$ cat src/include/uart_params.svh
`ifndef UART_PARAMS_SVH
`define UART_PARAMS_SVH

////////////////////////////////////////////////////////////
// Baud timing
////////////////////////////////////////////////////////////

// Clocks between oversample ticks
// Kept small so a full frame stays short in simulation
`define UART_CLKS_PER_TICK 4

// Oversample ticks per bit period
`define UART_OVERSAMPLE 16

////////////////////////////////////////////////////////////
// Frame format
////////////////////////////////////////////////////////////

// Data bits per frame, 8N1 only
// One start bit and one stop bit are implied by the FSMs
`define UART_DATA_BITS 8

`endif

$ cat src/rtl/uart_pkg.sv
`default_nettype none

`include "uart_params.svh"

package uart_pkg;

	////////////////////////////////////////////////////////////
	// FSM states
	////////////////////////////////////////////////////////////

	// Transmitter states, one per frame section
	typedef enum logic [1:0] {
		TX_IDLE  = 2'd0,
		TX_START = 2'd1,
		TX_DATA  = 2'd2,
		TX_STOP  = 2'd3
	} tx_state_e;

	// Receiver states, same sections seen from the line side
	typedef enum logic [1:0] {
		RX_IDLE  = 2'd0,
		RX_START = 2'd1,
		RX_DATA  = 2'd2,
		RX_STOP  = 2'd3
	} rx_state_e;

	////////////////////////////////////////////////////////////
	// Receive result
	////////////////////////////////////////////////////////////

	// Received byte plus framing status
	// frame_err set when the stop sample was low
	typedef struct packed {
		logic [`UART_DATA_BITS-1:0] data;
		logic                       frame_err;
	} rx_result_t;

endpackage

`default_nettype wire

$ cat src/rtl/baud_tick_gen.sv
`timescale 1ns/1ps
`default_nettype none

`include "uart_params.svh"

module baud_tick_gen (
	input  wire  clk,
	input  wire  rst_n,
	output logic tick
);

	// Counter sized to hold the reload value
	localparam int CNT_W = $clog2(`UART_CLKS_PER_TICK + 1);
	localparam logic [CNT_W-1:0] CNT_RELOAD = CNT_W'(`UART_CLKS_PER_TICK - 1);

	// Clocks left until the next tick
	logic [CNT_W-1:0] cnt;

	////////////////////////////////////////////////////////////
	// Free running down counter
	////////////////////////////////////////////////////////////

	// Tick is registered and lasts one clock
	// Raised on the clock where the counter reloads
	always_ff @(posedge clk or negedge rst_n)
	begin
		if (!rst_n)
		begin
			cnt  <= CNT_RELOAD;
			tick <= 1'b0;
		end
		else if (cnt == '0)
		begin
			// Period complete, start over
			cnt  <= CNT_RELOAD;
			tick <= 1'b1;
		end
		else
		begin
			cnt  <= cnt - 1'b1;
			tick <= 1'b0;
		end
	end

endmodule

`default_nettype wire

$ cat src/rtl/uart_tx.sv
`timescale 1ns/1ps
`default_nettype none

`include "uart_params.svh"

module uart_tx (
	input  wire                       clk,
	input  wire                       rst_n,
	input  wire                       tick,
	input  wire                       tx_start,
	input  wire [`UART_DATA_BITS-1:0] tx_data,
	output logic                      tx_serial,
	output logic                      tx_busy,
	output logic                      tx_done
);

	// Counter widths and terminal values
	localparam int TICK_W = $clog2(`UART_OVERSAMPLE);
	localparam int BIT_W  = $clog2(`UART_DATA_BITS);
	localparam logic [TICK_W-1:0] TICK_LAST = TICK_W'(`UART_OVERSAMPLE - 1);
	localparam logic [BIT_W-1:0]  BIT_LAST  = BIT_W'(`UART_DATA_BITS - 1);

	uart_pkg::tx_state_e        state;
	logic [TICK_W-1:0]          tick_cnt;
	logic [BIT_W-1:0]           bit_cnt;
	logic [`UART_DATA_BITS-1:0] shreg;

	logic accept;
	logic bit_end;
	logic next_bit;

	////////////////////////////////////////////////////////////
	// Control decode
	////////////////////////////////////////////////////////////

	// Strobe taken only while idle and not already holding a byte
	assign accept  = tx_start && !tx_busy;

	// Last tick of the current bit period
	assign bit_end = tick && (tick_cnt == TICK_LAST);

	// Another data bit goes out after this one
	assign next_bit = bit_end && ((state == uart_pkg::TX_START) ||
		((state == uart_pkg::TX_DATA) && (bit_cnt != BIT_LAST)));

	////////////////////////////////////////////////////////////
	// Transmit FSM
	////////////////////////////////////////////////////////////

	always_ff @(posedge clk or negedge rst_n)
	begin
		if (!rst_n)
		begin
			state     <= uart_pkg::TX_IDLE;
			tick_cnt  <= '0;
			bit_cnt   <= '0;
			tx_serial <= 1'b1;
			tx_busy   <= 1'b0;
			tx_done   <= 1'b0;
		end
		else
		begin
			// Done is a single clock pulse
			tx_done <= 1'b0;
			case (state)
				uart_pkg::TX_IDLE:
				begin
					// Busy doubles as the latched strobe
					if (accept)
						tx_busy <= 1'b1;
					else if (tx_busy && tick)
					begin
						// Frame starts on a tick boundary
						state     <= uart_pkg::TX_START;
						tx_serial <= 1'b0;
						tick_cnt  <= '0;
					end
				end
				uart_pkg::TX_START:
				begin
					if (bit_end)
					begin
						// LSB goes first
						state     <= uart_pkg::TX_DATA;
						tx_serial <= shreg[0];
						tick_cnt  <= '0;
						bit_cnt   <= '0;
					end
					else if (tick)
						tick_cnt <= tick_cnt + 1'b1;
				end
				uart_pkg::TX_DATA:
				begin
					if (bit_end)
					begin
						tick_cnt <= '0;
						if (bit_cnt == BIT_LAST)
						begin
							// All data out, stop bit is high
							state     <= uart_pkg::TX_STOP;
							tx_serial <= 1'b1;
						end
						else
						begin
							tx_serial <= shreg[0];
							bit_cnt   <= bit_cnt + 1'b1;
						end
					end
					else if (tick)
						tick_cnt <= tick_cnt + 1'b1;
				end
				uart_pkg::TX_STOP:
				begin
					// Full stop bit before release
					if (bit_end)
					begin
						state    <= uart_pkg::TX_IDLE;
						tick_cnt <= '0;
						tx_busy  <= 1'b0;
						tx_done  <= 1'b1;
					end
					else if (tick)
						tick_cnt <= tick_cnt + 1'b1;
				end
				default:
					state <= uart_pkg::TX_IDLE;
			endcase
		end
	end

	////////////////////////////////////////////////////////////
	// Shift register
	////////////////////////////////////////////////////////////

	// Loaded on accept, moves right as each bit is driven
	always_ff @(posedge clk)
	begin
		if (accept)
			shreg <= tx_data;
		else if (next_bit)
			shreg <= shreg >> 1;
	end

endmodule

`default_nettype wire

$ cat src/rtl/uart_rx.sv
`timescale 1ns/1ps
`default_nettype none

`include "uart_params.svh"

module uart_rx (
	input  wire                   clk,
	input  wire                   rst_n,
	input  wire                   tick,
	input  wire                   rx_serial,
	output logic                  rx_valid,
	output uart_pkg::rx_result_t  rx_result
);

	// Counter widths and terminal values
	localparam int TICK_W = $clog2(`UART_OVERSAMPLE);
	localparam int BIT_W  = $clog2(`UART_DATA_BITS);
	localparam logic [TICK_W-1:0] TICK_LAST = TICK_W'(`UART_OVERSAMPLE - 1);
	localparam logic [TICK_W-1:0] TICK_HALF = TICK_W'(`UART_OVERSAMPLE / 2 - 1);
	localparam logic [BIT_W-1:0]  BIT_LAST  = BIT_W'(`UART_DATA_BITS - 1);

	uart_pkg::rx_state_e        state;
	logic [TICK_W-1:0]          tick_cnt;
	logic [BIT_W-1:0]           bit_cnt;
	logic [`UART_DATA_BITS-1:0] shreg;

	// Synchronizer stages
	logic rx_meta;
	logic rx_sync;

	logic bit_end;
	logic sample_data;

	////////////////////////////////////////////////////////////
	// Input synchronizer
	////////////////////////////////////////////////////////////

	// Line idles high, so reset to high
	always_ff @(posedge clk or negedge rst_n)
	begin
		if (!rst_n)
		begin
			rx_meta <= 1'b1;
			rx_sync <= 1'b1;
		end
		else
		begin
			rx_meta <= rx_serial;
			rx_sync <= rx_meta;
		end
	end

	////////////////////////////////////////////////////////////
	// Sample points
	////////////////////////////////////////////////////////////

	// Mid-bit once start has been centered
	assign bit_end = tick && (tick_cnt == TICK_LAST);

	// Data sample, one per data bit
	assign sample_data = bit_end && (state == uart_pkg::RX_DATA);

	////////////////////////////////////////////////////////////
	// Receive FSM
	////////////////////////////////////////////////////////////

	always_ff @(posedge clk or negedge rst_n)
	begin
		if (!rst_n)
		begin
			state     <= uart_pkg::RX_IDLE;
			tick_cnt  <= '0;
			bit_cnt   <= '0;
			rx_valid  <= 1'b0;
			rx_result <= '0;
		end
		else
		begin
			// Valid is a single clock pulse
			rx_valid <= 1'b0;
			case (state)
				uart_pkg::RX_IDLE:
				begin
					// Low on a tick may be a start edge
					if (tick && !rx_sync)
					begin
						state    <= uart_pkg::RX_START;
						tick_cnt <= '0;
					end
				end
				uart_pkg::RX_START:
				begin
					if (tick && (tick_cnt == TICK_HALF))
					begin
						tick_cnt <= '0;
						bit_cnt  <= '0;
						// High at half a bit means a glitch
						if (rx_sync)
							state <= uart_pkg::RX_IDLE;
						else
							state <= uart_pkg::RX_DATA;
					end
					else if (tick)
						tick_cnt <= tick_cnt + 1'b1;
				end
				uart_pkg::RX_DATA:
				begin
					if (bit_end)
					begin
						tick_cnt <= '0;
						if (bit_cnt == BIT_LAST)
							state <= uart_pkg::RX_STOP;
						else
							bit_cnt <= bit_cnt + 1'b1;
					end
					else if (tick)
						tick_cnt <= tick_cnt + 1'b1;
				end
				uart_pkg::RX_STOP:
				begin
					// Byte delivered even on a bad stop bit
					if (bit_end)
					begin
						state               <= uart_pkg::RX_IDLE;
						tick_cnt            <= '0;
						rx_valid            <= 1'b1;
						rx_result.data      <= shreg;
						rx_result.frame_err <= !rx_sync;
					end
					else if (tick)
						tick_cnt <= tick_cnt + 1'b1;
				end
				default:
					state <= uart_pkg::RX_IDLE;
			endcase
		end
	end

	////////////////////////////////////////////////////////////
	// Shift register
	////////////////////////////////////////////////////////////

	// LSB arrives first, so fill from the top
	always_ff @(posedge clk)
	begin
		if (sample_data)
			shreg <= {rx_sync, shreg[`UART_DATA_BITS-1:1]};
	end

endmodule

`default_nettype wire

$ cat src/rtl/uart_core.sv
`timescale 1ns/1ps
`default_nettype none

`include "uart_params.svh"

module uart_core (
	input  wire                       clk,
	input  wire                       rst_n,
	// Transmit side
	input  wire                       tx_start,
	input  wire [`UART_DATA_BITS-1:0] tx_data,
	output logic                      tx_serial,
	output logic                      tx_busy,
	output logic                      tx_done,
	// Receive side
	input  wire                       rx_serial,
	output logic                      rx_valid,
	output uart_pkg::rx_result_t      rx_result
);

	// Shared oversample time base
	logic tick;

	////////////////////////////////////////////////////////////
	// Baud tick
	////////////////////////////////////////////////////////////

	baud_tick_gen u_tick (
		.clk   (clk),
		.rst_n (rst_n),
		.tick  (tick)
	);

	////////////////////////////////////////////////////////////
	// Serial machines
	////////////////////////////////////////////////////////////

	// Transmitter, paced by the shared tick
	uart_tx u_tx (
		.clk       (clk),
		.rst_n     (rst_n),
		.tick      (tick),
		.tx_start  (tx_start),
		.tx_data   (tx_data),
		.tx_serial (tx_serial),
		.tx_busy   (tx_busy),
		.tx_done   (tx_done)
	);

	// Receiver, independent input pin
	uart_rx u_rx (
		.clk       (clk),
		.rst_n     (rst_n),
		.tick      (tick),
		.rx_serial (rx_serial),
		.rx_valid  (rx_valid),
		.rx_result (rx_result)
	);

endmodule

`default_nettype wire

$ cat config.mk
export PLATFORM = sky130hd
export DESIGN_NAME = uart_core
export DESIGN_NICKNAME = d
export VERILOG_FILES = /design/src/rtl/uart_pkg.sv /design/src/rtl/baud_tick_gen.sv /design/src/rtl/uart_tx.sv /design/src/rtl/uart_rx.sv /design/src/rtl/uart_core.sv
export VERILOG_INCLUDE_DIRS = /design/src /design/src/include
export SDC_FILE = /design/constraint.sdc
export NUM_CORES = 1
export LEC_CHECK = 0
export BUFFER_PORTS_ARGS = -buffer_cell sky130_fd_sc_hd__buf_4
export CAP_MARGIN = 20
export CORE_MARGIN = 5
export CORE_UTILIZATION = 55
export DETAILED_ROUTE_END_ITERATION = 6
export PLACE_DENSITY = 0.75
export SLEW_MARGIN = 5
export SYNTH_ARGS = -nofsm -noshare
export SYNTH_HDL_FRONTEND = slang
export SYNTH_SLANG_ARGS = --single-unit
$ cat constraint.sdc
create_clock -name clk -period 2.6 [get_ports clk]
set_clock_uncertainty 0.05 [all_clocks]
set_input_delay 0.13 -clock clk [delete_from_list [all_inputs] [get_ports clk]]
set_output_delay 0.13 -clock clk [all_outputs]
set_load 0.02 [all_outputs]
# Word-level counts from Yosys, hierarchy flattened
# Index checks and enable logic that the tools add are counted.
[word_totals]
reg_bits = 53
[op_classes]
add_sub_neg = 5
muxes = 49
eq_ne = 27
n_reduce_logical = 30
[ops]
columns = ["op", "count"]
rows = [
  ["4-bit two-way mux", 8],
  ["2-bit two-way mux", 12],
  ["3-bit two-way mux", 7],
  ["2-bit by 1-bit != test with 1-bit output (second input constant)", 9],
  ["8-bit two-way mux", 2],
  ["2-bit one-hot mux with 4 select lines", 2],
  ["1-bit two-way mux", 12],
  ["3-bit one-hot mux with 2 select lines", 2],
  ["4-bit one-hot mux with 3 select lines", 1],
  ["2-bit != test (second input constant)", 5],
  ["5-bit AND reduction", 2],
  ["1-bit logical AND", 9],
  ["4-bit by 1-bit adder with 4-bit output (second input constant)", 2],
  ["2-bit == test (second input constant)", 4],
  ["4-bit == test (second input constant)", 2],
  ["4-bit one-hot mux with 2 select lines", 1],
  ["4-bit AND reduction", 2],
  ["2-bit nonzero test", 4],
  ["3-bit by 1-bit adder with 3-bit output (second input constant)", 2],
  ["3-bit == test (second input constant)", 2],
  ["3-bit AND reduction", 2],
  ["6-bit AND reduction", 1],
  ["2-bit by 1-bit == test with 1-bit output (second input constant)", 2],
  ["4-bit by 3-bit == test with 1-bit output (second input constant)", 1],
  ["other kinds (13)", 15],
]

# Longest topological paths before layout
# Gate-level depths: netlist (run 1).
[depth]
word_depth = 6
mapped_depth = 5
depth_no_buf = 5

# Cells and area by module
# Synthesis (run 1) repeated with hierarchy kept, for this count alone.
[hier_totals]
cells_unflattened = 195
area_unflattened_um2 = 2497.4
[modules_own_cells]
columns = ["mod", "n_inst", "cells_per_inst", "area_per_inst_um2"]
rows = [
  ["uart_rx", 1, 93, 1280.0],
  ["uart_tx", 1, 88, 1049.8],
  ["baud_tick_gen", 1, 14, 167.7],
]

# Worst setup path before layout (run 1)
# OpenSTA, ideal clock, no wires.
[synth_path]
kind = "reg2reg"
startpoint = "register u_rx.tick_cnt[0]"
endpoint = "register u_rx.shreg[0], enable pin"
setup_time_ps = 395
stages_incl_launch_ff = 4
period_less_slack_ps = 2007
t_arrival_ps = 1562
slack_ps = 593
cell_sequence = "dfrtp_1 > ha_1 > nand3_2 > nor4_1"
[synth_via]
elab_chain_cells = 3
[synth_lines]
columns = ["item", "line_no", "source"]
rows = [
  ["from (decl)", "uart_rx.sv:23", "logic [TICK_W-1:0] tick_cnt;"],
  ["from (signal assigned)", "uart_rx.sv:104", "tick_cnt <= tick_cnt + 1'b1;"],
  ["from (signal assigned)", "uart_rx.sv:117", "tick_cnt <= tick_cnt + 1'b1;"],
  ["from (signal assigned)", "uart_rx.sv:131", "tick_cnt <= tick_cnt + 1'b1;"],
  ["4-bit == test", "uart_rx.sv:58", "assign bit_end = tick && (tick_cnt == TICK_LAST);"],
  ["1-bit logical AND", "uart_rx.sv:58", ""],
  ["1-bit logical AND", "uart_rx.sv:61", "assign sample_data = bit_end && (state == uart_pkg::RX_DATA);"],
  ["named net u_rx.sample_data", "uart_rx.sv:32", "logic sample_data;"],
  ["to (signal assigned)", "uart_rx.sv:147", "shreg <= {rx_sync, shreg[`UART_DATA_BITS-1:1]};"],
  ["to (decl)", "uart_rx.sv:25", "logic [`UART_DATA_BITS-1:0] shreg;"],
]
# The timed path passes the listed nets, and every way through them passes these cells.
# A chain may end at the register's enable or synchronous reset.

# Worst setup path after layout (run 1)
[layout_path]
startpoint = "register u_tx.state[0]"
endpoint = "register u_tx.state[1]"
[layout_via]
elab_chain_cells = 3
[layout_lines]
columns = ["item", "line_no", "source"]
rows = [
  ["from (decl)", "uart_tx.sv:23", "uart_pkg::tx_state_e state;"],
  ["from (signal assigned)", "uart_tx.sv:54", "state <= uart_pkg::TX_IDLE;"],
  ["from (signal assigned)", "uart_tx.sv:74", "state <= uart_pkg::TX_START;"],
  ["from (signal assigned)", "uart_tx.sv:84", "state <= uart_pkg::TX_DATA;"],
  ["2-bit == test (tied with other cells)", "uart_tx.sv:65", "case (state)"],
  ["2-bit != test (no source line) / 2-bit by 1-bit != test with 1-bit output (equally long branches)", "-", ""],
  ["6-bit AND reduction (no source line)", "-", ""],
]
# Parallel ways exist; a longest one is shown, timed or not.

==> results of run 1 <==
-- cell usage in the layout (no fill, tap or decap), types with 2 or more instances in the layout --
cell	n
sky130_fd_sc_hd__a21boi_0	2
sky130_fd_sc_hd__a21oi_1	2
sky130_fd_sc_hd__a22o_1	6
sky130_fd_sc_hd__a31oi_1	2
sky130_fd_sc_hd__a32o_1	2
sky130_fd_sc_hd__buf_4	26
sky130_fd_sc_hd__clkbuf_8	5
sky130_fd_sc_hd__clkinvlp_4	2
sky130_fd_sc_hd__dfrtp_1	32
sky130_fd_sc_hd__dfstp_2	5
sky130_fd_sc_hd__dlygate4sd3_1	2
sky130_fd_sc_hd__edfxtp_1	16
sky130_fd_sc_hd__ha_1	14
sky130_fd_sc_hd__inv_1	13
sky130_fd_sc_hd__mux2_2	22
sky130_fd_sc_hd__nand2_1	5
sky130_fd_sc_hd__nand2b_1	5
sky130_fd_sc_hd__nand3_1	2
sky130_fd_sc_hd__nand3b_1	5
sky130_fd_sc_hd__nand4_1	2
sky130_fd_sc_hd__nor2_1	5
sky130_fd_sc_hd__nor2b_1	3
sky130_fd_sc_hd__nor3b_1	4
sky130_fd_sc_hd__o21ai_0	11
sky130_fd_sc_hd__o2bb2ai_1	3
sky130_fd_sc_hd__or2_2	3
-- power breakdown --
group / total, mW / leakage, nW / switching (mW) / internal, mW
clock: 0.453 / 0.0374 / 0.263 / 0.190
sequential: 0.994 / 0.595 / 0.0774 / 0.917
combinational: 0.367 / 0.586 / 0.194 / 0.173
total: 1.81 / 1.22 / 0.534 / 1.28
-- repair_timing --
item / CTS / global route
hold endpoints to repair: 33 / 0
endpoints found under the setup margin: 0 / 0
hold buffers: 2 / 0
-- layout make-up --
| type | instances | area [µm²] | area share (%) |
|---|---|---|---|
| timing repair buffer | 28 | 215 | 7.69 |
| sequential | 53 | 1410 | 50.5 |
| clock buffer | 6 | 72.6 | 2.59 |
| multi-input combinational | 116 | 968 | 34.6 |
| clock inverter | 2 | 15.0 | 0.537 |
| inverter | 13 | 48.8 | 1.74 |
| tap | 52 | 65.1 | 2.33 |
-- sequential cells by signal, summed over array words and instances (netlist names), named ones only --
name	flops
u_rx.rx_meta	1
u_rx.rx_valid	1
u_tx.tick_cnt	4
u_tx.bit_cnt	3
u_rx.tick_cnt	4
u_tick.cnt	3
u_rx.bit_cnt	3
u_tick.tick	1
u_rx.rx_sync	1
u_tx.state	2
u_rx.state	1
u_tx.tx_busy	1
u_tx.tx_serial	1
u_tx.shreg	8
u_tx.tx_done	1
u_rx.rx_result	9
u_rx.shreg	8
-- logic make-up (layout without fill, tap and decap cells) --
kind of cell               after synthesis  after routing  share of synthesized area (%)
DFF                                     53             53                           57.4
AOI/OAI and AO/OA                       35             35                           10.4
buffers and inverters                   20             49                           3.30
xor gates and xnor gates                 1              1                          0.356
adders and majority gates               14             14                           7.11
muxes                                   23             23                           10.5
and+or+nand+nor                         43             43                           11.0
-- critical path, cell delays in order (launching register included) --
cell and delay (ns):
sky130_fd_sc_hd__dfrtp_1 0.40, sky130_fd_sc_hd__inv_1 0.09, sky130_fd_sc_hd__ha_1 0.28, sky130_fd_sc_hd__or3_1 0.38
sky130_fd_sc_hd__a211oi_2 0.31, sky130_fd_sc_hd__mux2_2 0.37
-- worst max-delay path by stage --
stage                                            start                          to  depth (start not counted)
final                        u_tx.state[0]$_DFFE_PN0P_   u_tx.state[1]$_DFFE_PN0P_                          5
after global routing             u_tick.tick$_DFF_PN0_  u_tx.tx_serial$_DFFE_PN1P_                          3
after CTS                    u_tx.state[0]$_DFFE_PN0P_   u_tx.state[1]$_DFFE_PN0P_                          5
after detailed placement     u_tx.state[0]$_DFFE_PN0P_   u_tx.state[1]$_DFFE_PN0P_                          5
after global placement       u_tx.state[0]$_DFFE_PN0P_   u_tx.state[1]$_DFFE_PN0P_                          5
after floorplan           u_rx.tick_cnt[0]$_DFFE_PN0N_     u_rx.shreg[0]$_DFFE_PP_                          3
-- per-layer routing --
metal	GRT usage (%)	vias up	part of all wire, %	wire length [µm]
li1	-	744	-	-
met1	19.4	782	44	1900
met2	25.4	29	52	2220
met3	4.22	2	3.3	139
met4	3.67	0	0.33	14
met5	0	-	0	0
==> impl_results.md, run 1 <==
* Outcome: finished, final reports clean
* Buffers inserted during post-CTS setup optimization at 0
* Antenna violations before repair at 0
* Number of slew-limit violations in the final report at 0
* Sum of routed wire length over all layers at about 4300 µm
* Total iterations of the first detailed-routing run at 4
* Async set or reset register ratio after synthesis at ~70%
* Setup repair after global routing missed its margin: false
* Critical Path AT at 2.12 ns
* Pwr per Cell Area at 648 mW/mm²
* Post-Syn Instances at 189
* Count of routing violations after the opening detailed-route iteration at between 80 and 90
* Post-synthesis instance area at between 0.002 and 0.0025 mm²
* Warnings from Yosys at 0
* Number of clock buffers inserted by TritonCTS at 5
* Tot Pwr at roughly 1.8 mW
* Min-Delay Startpoint: tx_data[7]
* Total global-route track usage at about 15%
* Summed area of non-filler cells in the final layout at about 0.0028 mm²
* CTS clk-pin slew, worst paths at roughly 0.10 ns
* Number of maximum-capacitance constraint violations at 0
* Floorplan row count at 24
* Number of nets in the finished design at 243
* Placed Instance Area at 0.00269 mm²
* CTS Root Cell: sky130_fd_sc_hd__clkbuf_8
* Largest net degree at the start of global routing at 38
* Number of enable flip-flop cells after synthesis at 16
* Maximum vdd drop at 0.000328 V
* Most common cell in the netlist: sky130_fd_sc_hd__dfrtp_1
* Growth of design area from synthesis to finish at 13.6%
* Leading post-synthesis cells by instance count: sky130_fd_sc_hd__dfrtp_1 (32), sky130_fd_sc_hd__mux2_2 (22), sky130_fd_sc_hd__edfxtp_1 (16), sky130_fd_sc_hd__ha_1 (14), sky130_fd_sc_hd__inv_1 (13)
* Worst hold path class: in -> reg
* Worst skew pair latency at 0.30 ns
* Via count at 1557
* Sort of element at the start of the critical path: flip-flop
* Fill cell count at about 330
* Syn Nets at between 200 and 250
* Endpoints failing setup at 0
* Post-route DRC violation count at 0
* Port bufs at 24
* Commonest register cell after synthesis: sky130_fd_sc_hd__dfrtp_1
* Number of nets with antenna violations after detailed routing at 0
* Area of the core at approximately 0.0044 mm²
* Die Ht at 76.9 µm
* Mean area per synthesized cell at 13.0 µm²
* Setup TNS at 0 ns
* Flip-flop and latch count after synthesis at 53
* H-tree depth at 2
* Worst reg2reg endpoint: u_tx.state[1]$_DFFE_PN0P_
* Startpoint of the worst register-to-register path: u_tx.state[0]$_DFFE_PN0P_
* Biggest area consumer among synthesized cells: sky130_fd_sc_hd__dfrtp_1
* HPWL reported at the end of detailed placement at 3100 µm
* TritonCTS clock tree: done
* CTS sink cnt at 53
* Worst Hold End: u_tx.shreg[7]$_SDFFCE_PN0P_
* N_diodes at 0
* Total placed cells including tap cells at 260
* Worst path required time at between 2 and 3 ns
* Via density per instance at 5.77
* DIE AREA at around 0.0059 mm²
* Worst hold slack at between 0.05 and 0.06 ns
* Highest net fanout along the worst path at 8
* Area fraction of the dominant cell type after synthesis at 32.5%
* Initial Util at 56.6%
* Post-route fraction of the period consumed by the critical path at 76.4%
* Leakage power figure at 1.22 nW
* Worst hold path stage count at 2
* Width of the chip at 76.9 µm
* Final weighted congestion in routability-driven placement at 0.768
* Via count of the first global-routing pass at 1534
* Worst Reg-to-Reg Cells at 5
* Achievable frequency at 504 MHz
* PostCTS Resize Cnt at 0
* Worst-case clock buffer depth at 2
* Critical path start-end classification: reg -> reg
* I/O pin count at 25
* Leading post-synthesis cells by cell area: sky130_fd_sc_hd__dfrtp_1 (33%), sky130_fd_sc_hd__edfxtp_1 (20%), sky130_fd_sc_hd__mux2_2 (10%)
* Final Hold Vio Count at 0
* Total gr overflow at 0
* Non-filler cells in the finished layout at 270
* Final critical path time including I/O delays and setup at 1.99 ns
* Global-route wire length before repair at roughly 7300 µm
* Post-route setup slack at 0.614 ns
* Critical path capture point type: flip-flop
* Portion of the post-synthesis area used by sequential elements at 57.4%
* Post-detailed-route wirelength per cell at 15.8 µm
* Register-to-Register Setup Slack at between 0.6 and 0.7 ns
* Max-slew headroom at the worst pin at 56.3%
* Core occupancy in the finished layout at ~64%
* Tightest Pin Transition at 0.654 ns
* Fraction of final layout cells sized beyond drive strength 1 at 30.7%
* Count of cell types in the netlist at 43
* Post-placement worst setup slack at roughly 0.62 ns
No activity file was read; power rests on OpenSTA's default activity.
==> run 2, diff against run 1 <==
--- a/config.mk
+++ b/config.mk
@@ -9,9 +9,9 @@
 export BUFFER_PORTS_ARGS = -buffer_cell sky130_fd_sc_hd__buf_4
 export CAP_MARGIN = 20
 export CORE_MARGIN = 5
-export CORE_UTILIZATION = 55
+export CORE_UTILIZATION = 52
 export DETAILED_ROUTE_END_ITERATION = 6
-export PLACE_DENSITY = 0.75
+export PLACE_DENSITY = 0.74
 export SLEW_MARGIN = 5
 export SYNTH_ARGS = -nofsm -noshare
 export SYNTH_HDL_FRONTEND = slang
==> constraint.sdc (replaced) <==
create_clock -name clk -period 1.8 [get_ports clk]
set_clock_uncertainty 0.05 [all_clocks]
set_input_delay 0.09 -clock clk [delete_from_list [all_inputs] [get_ports clk]]
set_output_delay 0.09 -clock clk [all_outputs]
set_load 0.02 [all_outputs]
==> run 2 against run 1 <==
  * The run now ends with setup timing left
  * Utilization increased by 0.45 points
  * Routed wire length increased by 4.3%
  * Maximum frequency increased by 4.6%
  * Critical endpoint unchanged
  * Largest cell class unchanged
==> impl_results.md, run 2 (synthesized netlist as in run 1, its figures left out) <==
* Outcome: finished with violations
* Worst hold path class: in -> reg
* Post-route setup slack at -0.0982 ns (-0.713 ns)
* Final Hold Vio Count at 0 (unchanged)
* Worst skew pair latency at 0.30 ns (about the same)
* Pwr per Cell Area at 881 mW/mm² (+36%)
* Violations in the final reports: setup timing
* Flip-flop count of the largest register, all copies and words added at 9 (unchanged)
* Final weighted congestion in routability-driven placement at 0.872 (+14%)
* Post-route DRC violation count at 0 (unchanged)
* Commonest cells after routing, fill and taps aside: sky130_fd_sc_hd__buf_4 (43), sky130_fd_sc_hd__dfrtp_1 (31), sky130_fd_sc_hd__mux2_2 (21)
* Width of the chip at 78.8 µm (+2.5%)
* Endpoints failing setup at 3 (+3)
* Achievable frequency at 527 MHz (+4.6%)
* Fraction of final layout cells sized beyond drive strength 1 at 41.9% (+11 points)
* Final critical path time including I/O delays and setup at 1.90 ns (-0.0874 ns)
* Tightest Pin Transition at 0.562 ns (-0.0921 ns)
* Met3 Resource Use GR at 4.08% (-0.13 points)
* Max-slew headroom at the worst pin at 62.2% (+5.9 points)
* Most common cell after layout, fill and taps aside: sky130_fd_sc_hd__buf_4
* Worst hold path stage count at 2 (unchanged)
* Total gr overflow at 0 (unchanged)
* Post-route fraction of the period consumed by the critical path at 105% (+29 points)
* H-tree depth at 2 (unchanged)
* DIE AREA at 0.00621 mm² (+5.0%)
* Global-route wire length before repair at 7660 µm (+4.4%)
* Post-placement worst setup slack at -0.111 ns (-0.732 ns)
* Die Ht at 78.8 µm (+2.5%)
* Leakage power figure at 1.31 nW (+7.4%)
* Port bufs at 24 (unchanged)
* Highest net fanout along the worst path at 4 (-4)
* Number of slew-limit violations in the final report at 0 (unchanged)
* Total iterations of the first detailed-routing run at 4 (unchanged)
* Number of maximum-capacitance constraint violations at 0 (unchanged)
* Setup repair after global routing missed its margin: true
* Total global-route track usage at 15.4% (+0.25 points)
* HPWL reported at the end of detailed placement at 3170 µm (+2.4%)
* Worst path required time at 1.94 ns (-0.80 ns)
* Worst Reg-to-Reg Cells at 5 (unchanged)
* Largest net degree at the start of global routing at 38 (unchanged)
* CTS clk-pin slew, worst paths at 0.09 ns (about the same)
* Met2 capacity usage during global routing at 26.7% (+1.3 points)
* Initial Util at 52.8% (-3.7 points)
* N_diodes at 0 (unchanged)
* I/O pin count at 25 (unchanged)
* Number of clock buffers inserted by TritonCTS at 5 (unchanged)
* Tot Pwr at 2.66 mW (+46%)
* Number of nets with antenna violations after detailed routing at 0 (unchanged)
* Critical path start-end classification: reg -> reg
* Critical Path AT at 2.04 ns (-0.08 ns)
* Via count at 1585 (+1.8%)
* Top Registers: u_rx.rx_result (9), u_rx.shreg (8), u_tx.shreg (8)
* Area of the core at 0.00466 mm² (+7.0%)
* Fill cell count at 337 (+1.2%)
* Maximum vdd drop at 0.000676 V (+110%)
* Sort of element at the start of the critical path: flip-flop
* TritonCTS clock tree: done
* Most used routing layer: met2
* Number of nets in the finished design at 261 (+7.4%)
* CTS sink cnt at 53 (unchanged)
* Core occupancy in the finished layout at 64.7% (+0.45 points)
* Register ranked first by flip-flop count: u_rx.rx_result
* Floorplan row count at 25 (+4.2%)
* Global Route met1 Usage at 19.6% (+0.17 points)
* CTS Root Cell: sky130_fd_sc_hd__clkbuf_8
* Count of routing violations after the opening detailed-route iteration at 113 (+31%)
* Worst-case clock buffer depth at 2 (unchanged)
* Growth of design area from synthesis to finish at 22.5%
* Sum of routed wire length over all layers at 4450 µm (+4.3%)
* Antenna violations before repair at 0 (unchanged)
* Via count of the first global-routing pass at 1650 (+7.6%)
* Via density per instance at 5.47 (-5.2%)
* Critical path capture point type: flip-flop
* Post-detailed-route wirelength per cell at 15.4 µm (-2.9%)
run 2: cell count changes in the layout (fill, tap and decap cells not counted), moves of 2 or more:
cell	before	now
sky130_fd_sc_hd__clkinvlp_4	2	0
sky130_fd_sc_hd__ha_1	14	9
sky130_fd_sc_hd__o21ai_0	11	9
sky130_fd_sc_hd__inv_2	0	2
sky130_fd_sc_hd__buf_4	26	43
sky130_fd_sc_hd__inv_1	13	11
sky130_fd_sc_hd__ha_4	0	2
sky130_fd_sc_hd__ha_2	0	3
run 2: path summary, 6_finish.rpt:
kind / start / endpoint / slack, ns
max: u_tx.state[1]$_DFFE_PN0P_ / u_tx.state[1]$_DFFE_PN0P_ / -0.1
min: tx_data[7] / u_tx.shreg[7]$_SDFFCE_PN0P_ / 0.01
max reg2reg: u_tx.state[1]$_DFFE_PN0P_ / u_tx.state[1]$_DFFE_PN0P_ / -0.1
min reg2reg: u_rx.rx_meta$_DFF_PN1_ / u_rx.rx_sync$_DFF_PN1_ / 0.32
max in group asynchronous: rst_n / u_rx.rx_meta$_DFF_PN1_ / 1.12
min in group asynchronous: rst_n / u_tx.bit_cnt[2]$_DFFE_PN0P_ / 0.22
run 2: final cells by class:
class / count / area [µm²] / area share (%)
well taps: 54 / 67.6 / 2.24
flip-flops and latches: 53 / 1410 / 46.9
multi-input cells: 116 / 1040 / 34.6
clock inverters: 2 / 13.8 / 0.456
clock buffers: 6 / 72.6 / 2.41
inverters: 13 / 48.8 / 1.62
repair buffers: 46 / 354 / 11.7
run 2: critical path, cell delays in order, from the launching register on:
cell and delay [ns]:
sky130_fd_sc_hd__dfrtp_2 0.46, sky130_fd_sc_hd__buf_6 0.14, sky130_fd_sc_hd__ha_4 0.14, sky130_fd_sc_hd__or3_4 0.37, sky130_fd_sc_hd__a211oi_4 0.30, sky130_fd_sc_hd__mux2_4 0.32
run 2: power by group:
group | leakage [nW] | internal (mW) | switching [mW] | total (mW)
sequential | 0.593 | 1.32 | 0.0945 | 1.42
combinational | 0.670 | 0.276 | 0.306 | 0.583
clock | 0.0456 | 0.278 | 0.377 | 0.655
total | 1.31 | 1.88 | 0.778 | 2.66
run 2: repair_timing:
| action | in CTS | in global routing |
|---|---|---|
| buffers inserted | 3 | 6 |
| hold buffers | 2 | 0 |
| hold endpoints to repair | 33 | 0 |
| pin swaps | 1 | 2 |
| setup endpoints to repair | 6 | 14 |
| gates resized for setup | 5 | 14 |
run 2: per-stage QoR:
| step | instances | instance area (µm²) | TNS [ns] | hold slack (ns) |
|---|---|---|---|---|
| after floorplan | 189 | 2470 | 0 | -0.256 |
| after global placement | 271 | 2770 | 0 | 0.0226 |
| after detailed placement | 271 | 2770 | -0.216 | 0.0313 |
| after CTS | 284 | 2910 | -0.0358 | 0.00629 |
| after global routing | 290 | 3020 | -0.574 | 0.00431 |
| final | 290 | 3020 | -0.193 | 0.0145 |
run 2: layer usage:
layer	vias to the layer above	wire [µm]
li1	775	-
met1	776	1970
met2	29	2270
met3	5	173
met4	0	34
met5	-	0
